**config.mk**
```make
export PLATFORM = sky130hd
export DESIGN_NAME = scramblerLink
export DESIGN_NICKNAME = d
export VERILOG_FILES = /design/src/source/scramblerPkg.sv /design/src/source/laneScrambler.sv /design/src/source/txStriper.sv /design/src/source/laneBank.sv /design/src/source/scramblerLink.sv
export SDC_FILE = /design/constraint.sdc
export NUM_CORES = 2
export LEC_CHECK = 0
export ABC_AREA = 1
export BUFFER_PORTS_ARGS = -buffer_cell sky130_fd_sc_hd__buf_4
export CORE_UTILIZATION = 50
export CTS_BUF_LIST = sky130_fd_sc_hd__clkbuf_16
export DETAILED_ROUTE_END_ITERATION = 10
export HOLD_SLACK_MARGIN = 0.06
export PLACE_DENSITY = 0.64
export SYNTH_ARGS = -nofsm -noshare
export SYNTH_HDL_FRONTEND = slang
export SYNTH_HIERARCHICAL = 1
export SYNTH_SLANG_ARGS = --single-unit
```
**constraint.sdc**
```tcl
create_clock -name clk -period 3.5 [get_ports clk]
set_input_delay 0.7 -clock clk [delete_from_list [all_inputs] [get_ports clk]]
set_output_delay 0.7 -clock clk [all_outputs]
set_load 0.01 [all_outputs]
```
**src/source/scramblerPkg.sv**
```systemverilog
// scrambler link package
// word and state widths, lane limits, lane seeds and the lane word type
package scramblerPkg;

    localparam int DataW    = 64;
    localparam int StateW   = 58;
    localparam int MaxLanes = 8;
    localparam int LaneIdxW = $clog2(MaxLanes);

    // lane index travels with its data word
    typedef struct packed {
        logic [LaneIdxW-1:0] lane;
        logic [DataW-1:0]    data;
    } laneWord_t;

    // all ones with low bits set to lane ^ 7, so every seed is nonzero and distinct
    function automatic logic [StateW-1:0] laneSeed(input int unsigned lane);
        logic [StateW-1:0] seed;
        seed = '1;
        seed[LaneIdxW-1:0] = LaneIdxW'(lane) ^ {LaneIdxW{1'b1}};
        return seed;
    endfunction

endpackage

```
**src/source/laneScrambler.sv**
```systemverilog
// lane scrambler, additive x^58 + x^39 + 1 generator
// XORs a 64-bit keystream onto each strobed word and advances 64 bit times
`timescale 1ns/1ps

module laneScrambler #(
    parameter logic [scramblerPkg::StateW-1:0] Seed = '1
) (
    input  logic                           clk,
    input  logic                           rst,
    input  logic                           reseed,
    input  logic                           en,
    input  logic [scramblerPkg::DataW-1:0] dataIn,
    output logic [scramblerPkg::DataW-1:0] dataOut,
    output logic                           outValid
);
    import scramblerPkg::*;

    // second tap of the polynomial, counted like the degree
    localparam int Tap  = 39;
    // keystream bits beyond the state window
    localparam int ExtW = DataW - StateW;

    logic [StateW-1:0] state;
    logic [ExtW-1:0]   extBits;
    logic [DataW-1:0]  keyStream;
    logic [StateW-1:0] nextState;

    // ========================================
    // keystream taps
    // ========================================
    // b[n] = b[n-58] ^ b[n-39], oldest bit at the msb of the state
    always_comb begin
        for (int i = 0; i < ExtW; i++) begin
            extBits[i] = state[i + StateW - ExtW] ^ state[i + Tap - ExtW];
        end
    end

    assign keyStream = {state, extBits};

    // window slides by a full word
    assign nextState = keyStream[StateW-1:0];

    // ========================================
    // state and output registers
    // ========================================
    always_ff @(posedge clk) begin
        if (rst) begin
            state    <= Seed;
            dataOut  <= '0;
            outValid <= 1'b0;
        end else begin
            outValid <= en;
            if (en) begin
                dataOut <= dataIn ^ keyStream;
            end
            // a word taken with reseed still uses the old state
            if (reseed) begin
                state <= Seed;
            end else if (en) begin
                state <= nextState;
            end
        end
    end

endmodule

```
**src/source/txStriper.sv**
```systemverilog
// transmit striper
// registers incoming words and deals them round-robin across the lanes
`timescale 1ns/1ps

module txStriper #(
    parameter int NumLanes = 4
) (
    input  logic                           clk,
    input  logic                           rst,
    input  logic                           reseed,
    input  logic                           txValid,
    input  logic [scramblerPkg::DataW-1:0] txData,
    output logic                           stripeValid,
    output scramblerPkg::laneWord_t        stripeWord
);
    import scramblerPkg::*;

    logic [LaneIdxW-1:0] lanePtr;
    logic [LaneIdxW-1:0] curLane;
    logic [LaneIdxW-1:0] laneQ;
    logic [DataW-1:0]    dataQ;

    // reseed sends a word in the same cycle to lane 0 as well
    assign curLane = reseed ? '0 : lanePtr;

    always_ff @(posedge clk) begin
        if (rst) begin
            lanePtr     <= '0;
            stripeValid <= 1'b0;
        end else begin
            stripeValid <= txValid;
            if (txValid) begin
                lanePtr <= (curLane == LaneIdxW'(NumLanes - 1)) ? '0 : curLane + 1'b1;
            end else begin
                lanePtr <= curLane;
            end
        end
    end

    // payload
    always_ff @(posedge clk) begin
        if (txValid) begin
            laneQ <= curLane;
            dataQ <= txData;
        end
    end

    assign stripeWord = '{lane: laneQ, data: dataQ};

endmodule

```
**src/source/laneBank.sv**
```systemverilog
// lane bank, one scrambler per lane
// routes each word to its lane and merges the registered results into one stream
`timescale 1ns/1ps

module laneBank #(
    parameter int NumLanes = 4
) (
    input  logic                    clk,
    input  logic                    rst,
    input  logic                    reseed,
    input  logic                    inValid,
    input  scramblerPkg::laneWord_t inWord,
    output logic                    outValid,
    output scramblerPkg::laneWord_t outWord
);
    import scramblerPkg::*;

    logic [NumLanes-1:0] laneEn;
    logic [NumLanes-1:0] laneValid;
    logic [DataW-1:0]    laneData [NumLanes];
    logic [LaneIdxW-1:0] laneIdxQ;
    logic [DataW-1:0]    outData;

    // ========================================
    // lane generators
    // ========================================
    for (genvar i = 0; i < NumLanes; i++) begin : gLane
        // out of range indices enable no lane
        assign laneEn[i] = inValid && (inWord.lane == LaneIdxW'(i));

        laneScrambler #(
            .Seed(laneSeed(i))
        ) u_laneScrambler (
            .clk     (clk),
            .rst     (rst),
            .reseed  (reseed),
            .en      (laneEn[i]),
            .dataIn  (inWord.data),
            .dataOut (laneData[i]),
            .outValid(laneValid[i])
        );
    end

    // lane index follows the data by one cycle
    always_ff @(posedge clk) begin
        if (rst) begin
            laneIdxQ <= '0;
        end else if (inValid) begin
            laneIdxQ <= inWord.lane;
        end
    end

    // ========================================
    // collection
    // ========================================
    // at most one lane is valid per cycle
    always_comb begin
        outData = '0;
        for (int i = 0; i < NumLanes; i++) begin
            if (laneValid[i]) begin
                outData = laneData[i];
            end
        end
    end

    assign outValid = |laneValid;
    assign outWord  = '{lane: laneIdxQ, data: outData};

endmodule

```
**src/source/scramblerLink.sv**
```systemverilog
// multi-lane scrambling link top
// striper and scrambling bank on transmit, descrambling bank on receive
`timescale 1ns/1ps

module scramblerLink #(
    parameter int NumLanes = 4
) (
    input  logic                              clk,
    input  logic                              rst,
    input  logic                              reseed,
    // transmit side
    input  logic                              txValid,
    input  logic [scramblerPkg::DataW-1:0]    txData,
    output logic                              lineValid,
    output logic [scramblerPkg::LaneIdxW-1:0] lineLane,
    output logic [scramblerPkg::DataW-1:0]    lineData,
    // receive side
    input  logic                              lineInValid,
    input  logic [scramblerPkg::LaneIdxW-1:0] lineInLane,
    input  logic [scramblerPkg::DataW-1:0]    lineInData,
    output logic                              rxValid,
    output logic [scramblerPkg::LaneIdxW-1:0] rxLane,
    output logic [scramblerPkg::DataW-1:0]    rxData
);
    import scramblerPkg::*;

    logic      stripeValid;
    laneWord_t stripeWord;
    laneWord_t lineWord;
    laneWord_t lineInWord;
    laneWord_t rxWord;

    // ========================================
    // transmit
    // ========================================
    txStriper #(
        .NumLanes(NumLanes)
    ) u_txStriper (
        .clk        (clk),
        .rst        (rst),
        .reseed     (reseed),
        .txValid    (txValid),
        .txData     (txData),
        .stripeValid(stripeValid),
        .stripeWord (stripeWord)
    );

    laneBank #(
        .NumLanes(NumLanes)
    ) u_txBank (
        .clk     (clk),
        .rst     (rst),
        .reseed  (reseed),
        .inValid (stripeValid),
        .inWord  (stripeWord),
        .outValid(lineValid),
        .outWord (lineWord)
    );

    assign lineLane = lineWord.lane;
    assign lineData = lineWord.data;

    // ========================================
    // receive
    // ========================================
    assign lineInWord = '{lane: lineInLane, data: lineInData};

    laneBank #(
        .NumLanes(NumLanes)
    ) u_rxBank (
        .clk     (clk),
        .rst     (rst),
        .reseed  (reseed),
        .inValid (lineInValid),
        .inWord  (lineInWord),
        .outValid(rxValid),
        .outWord (rxWord)
    );

    assign rxLane = rxWord.lane;
    assign rxData = rxWord.data;

endmodule

```
==> results.json <==
{
  "async_flop_share": 0,
  "drtPass1Iterations": 5,
  "grt_usage": 0.323,
  "critPathCaptureType": "output pin",
  "vias": 43900,
  "initial_utilization": 0.508,
  "synth_seq_cells": 1061,
  "cts_resized": 0,
  "clkTransAtPathRegs_ps": 60,
  "p_sw_mw": 6.58,
  "synth_area_leaders": "dfxtp_1 (40%), nand2_1 (11%), nor2_1 (9.9%), xor2_1 (8.2%), nand3_1 (6.4%)",
  "fmax_mhz": 314,
  "avgSynthCellArea_sq_um": 7.24,
  "power_frac_comb": 0.068,
  "cts_tree": "built",
  "finalHoldViolCount": 0,
  "io_buffers": 271,
  "gp_congestion": 0.871,
  "cp_slowest_cell": "buf_4",
  "dp_slack_ps": 774,
  "drive_gt1_frac": 0.0858,
  "core_region_area_sq_um": 97300,
  "cp.required_ps": 2800,
  "status": "finished clean",
  "worst_pin_slew_ps": 1150,
  "cts_buffer_depth": 3,
  "final-setup-viol-count": 0,
  "drc": 0,
  "ys_top_cells_by_count": "nand2_1 (1493), nor2_1 (1302), dfxtp_1 (994), inv_1 (674), nand3_1 (633)",
  "dieArea_sq_um": 100000,
  "die_h_microns": 316,
  "layout_setup_ws_ps": 315,
  "ys.flop_type": "dfxtp_1",
  "insertion_delay_ps": 700,
  "h-tree-depth": 3,
  "fin_crit_sh": 0.910,
  "wl_per_cell_microns": 19.9,
  "die_w_microns": 316,
  "synth_edf_count": 67,
  "reg2reg_depth": 7,
  "slew_headroom": 0.235,
  "critPathKind": "flop to output pin",
  "synth_warnings": 6,
  "synth_top_area_cell": "dfxtp_1",
  "postCtsSetupBuffers": 0,
  "numCtsBuffers": 115,
  "netlist_instances": 6828,
  "setup_tns_ps": 0,
  "pwr-share-clk": 0.446,
  "grt_max_degree": 189,
  "min_period_ps": 3180,
  "yosys.cell_count.top_type": "nand2_1",
  "cell_internal_pwr_mw": 19.9,
  "seqPwrFrac": 0.486,
  "clock_skew_ps": 16.7,
  "cts_hold_repair.buffers": 0,
  "fill_cells": 9380,
  "grt_pass1_wl_mm": 249,
  "crit_fanout": 20,
  "synth_area_sq_um": 49400,
  "p_sw_frac": 0.249,
  "cpPeakStageDelay_ps": 430,
  "rsz0062_at_grt": "false",
  "fin_util": 0.567,
  "drt_wl_total_mm": 165,
  "slew_viol_final": 0,
  "grt-ovfl-total": 0,
  "root_buffer": "clkbuf_16",
  "power_density_nw_per_um2": 480,
  "cp_data_arrival_time_ps": 2480,
  "path_cells": "inv_2 -> buf_4 -> nand3_1 -> nand2_1 -> nand2_1 -> nand2_1 -> buf_4",
  "dp_hpwl_mm": 102,
  "min_path_cells": 1,
  "synth.distinct_cells": 25,
  "cp-start-kind": "flop",
  "num_io_pins": 272,
  "total_leakage_power_nw": 28.4,
  "syn_nets": 6965,
  "synth-seq-area-share": 0.443,
  "hold_class": "primary input to flop",
  "antenna_left": 0,
  "antenna_found_initial": 10,
  "ir_drop_uv": 364,
  "clkSinkCount": 1061,
  "fin_nets": 7023,
  "maxCapViolCount": 0,
  "synth_top_cell_area_share": 0.402,
  "areaGrowthSynthToFinish_pct": 11.5,
  "routed_via_density": 5.32,
  "grt_pass1_vias": 41200,
  "cpMostUsedCell": "nand2_1",
  "row_count": 114,
  "drtIter0Drc": 4024
}
## worst max-delay path, delay by kind of cell (launching register included)
kind,cells,cell delay [ps]
buffers and inverters,3,880
DFF,1,360
and+or+nand+nor,4,520
## stage by stage
step / power [mW] / instance area (sq um) / hold slack (ps) / cells
2_1_floorplan: 14.2 / 49400 / 468 / 6828
3_3_place_gp: 14.9 / 51500 / 457 / 8045
3_5_place_dp: 14.9 / 51500 / 455 / 8045
4_1_cts: 26.6 / 55100 / 139 / 8259
5_1_grt: 27.3 / 55100 / 152 / 8260
6_report: 26.5 / 55100 / 172 / 8262
## path summary, 6_finish.rpt
| path | start | to | slack, ps |
|---|---|---|---|
| worst min-delay path | txData[51] | u_txStriper/dataQ[51] | 170 |
| worst min register to register | u_rxBank/laneIdxQ[0] | u_rxBank/laneIdxQ[0] | 460 |
| worst max register to register | u_txStriper/stripeValid | u_txBank/gLane[2].u_laneScrambler/state[1] | 930 |
| worst max-delay path | u_txBank/gLane[1].u_laneScrambler/outValid | lineData[2] | 320 |
## logic make-up after synthesis
group,share of synthesized area
adders and majority gates,0.000253
AOI/OAI and AO/OA,0.0889
DFF,0.443
xor gates and xnor gates,0.0822
and+or+nand+nor,0.278
buffers and inverters,0.107
## layer usage
metal,GRT usage,wire length (microns)
met2,0.542,78600
met1,0.411,67700
met5,0,72
met4,0.138,7040
met3,0.0495,11300
## cell usage in the layout, fill, tap and decap left out, drive strengths merged
cell type  instances
or2                8
ha                 1
o211ai           152
xor2             464
a21oi            133
dfxtp            994
clkinv            55
nand3            633
buf              353
nor3               8
diode              3
nor2            1304
a211oi             2
inv              722
o21ai            465
nand2           1493
bufinv             7
clkbuf           122
edfxtp            67
## power groups by stage
stage | sequential, mW | combinational (mW) | clock (mW)
after floorplan | 13.0 | 1.19 | 0
after global placement | 13.1 | 1.75 | 0
after detailed placement | 13.1 | 1.77 | 0
after CTS | 12.9 | 1.79 | 12.0
after global routing | 12.9 | 1.99 | 12.4
final | 12.9 | 1.79 | 11.8
## area by class of cell
class / count / area, sq um / share of cell area
multi-input combinational: 4663 / 22300 / 0.404
clock inverter: 92 / 571 / 0.0103
timing repair buffer: 353 / 3080 / 0.0559
inverter: 692 / 2620 / 0.0474
clock buffer: 122 / 3050 / 0.0554
tap: 1276 / 1600 / 0.0290
sequential: 1061 / 21900 / 0.398
antenna: 3 / 7.51 / 0.000136
## state kept, by name, indices dropped and copies added, names as in the netlist, 4 cells and up
signal	count
u_txStriper/dataQ	64
u_rxBank/gLane.u_laneScrambler/state	232
u_txBank/gLane.u_laneScrambler/state	232
u_txBank/gLane.u_laneScrambler/outValid	4
u_txBank/gLane.u_laneScrambler/dataOut	256
u_rxBank/gLane.u_laneScrambler/dataOut	256
u_rxBank/gLane.u_laneScrambler/outValid	4
(Power assumes the default switching activity.)
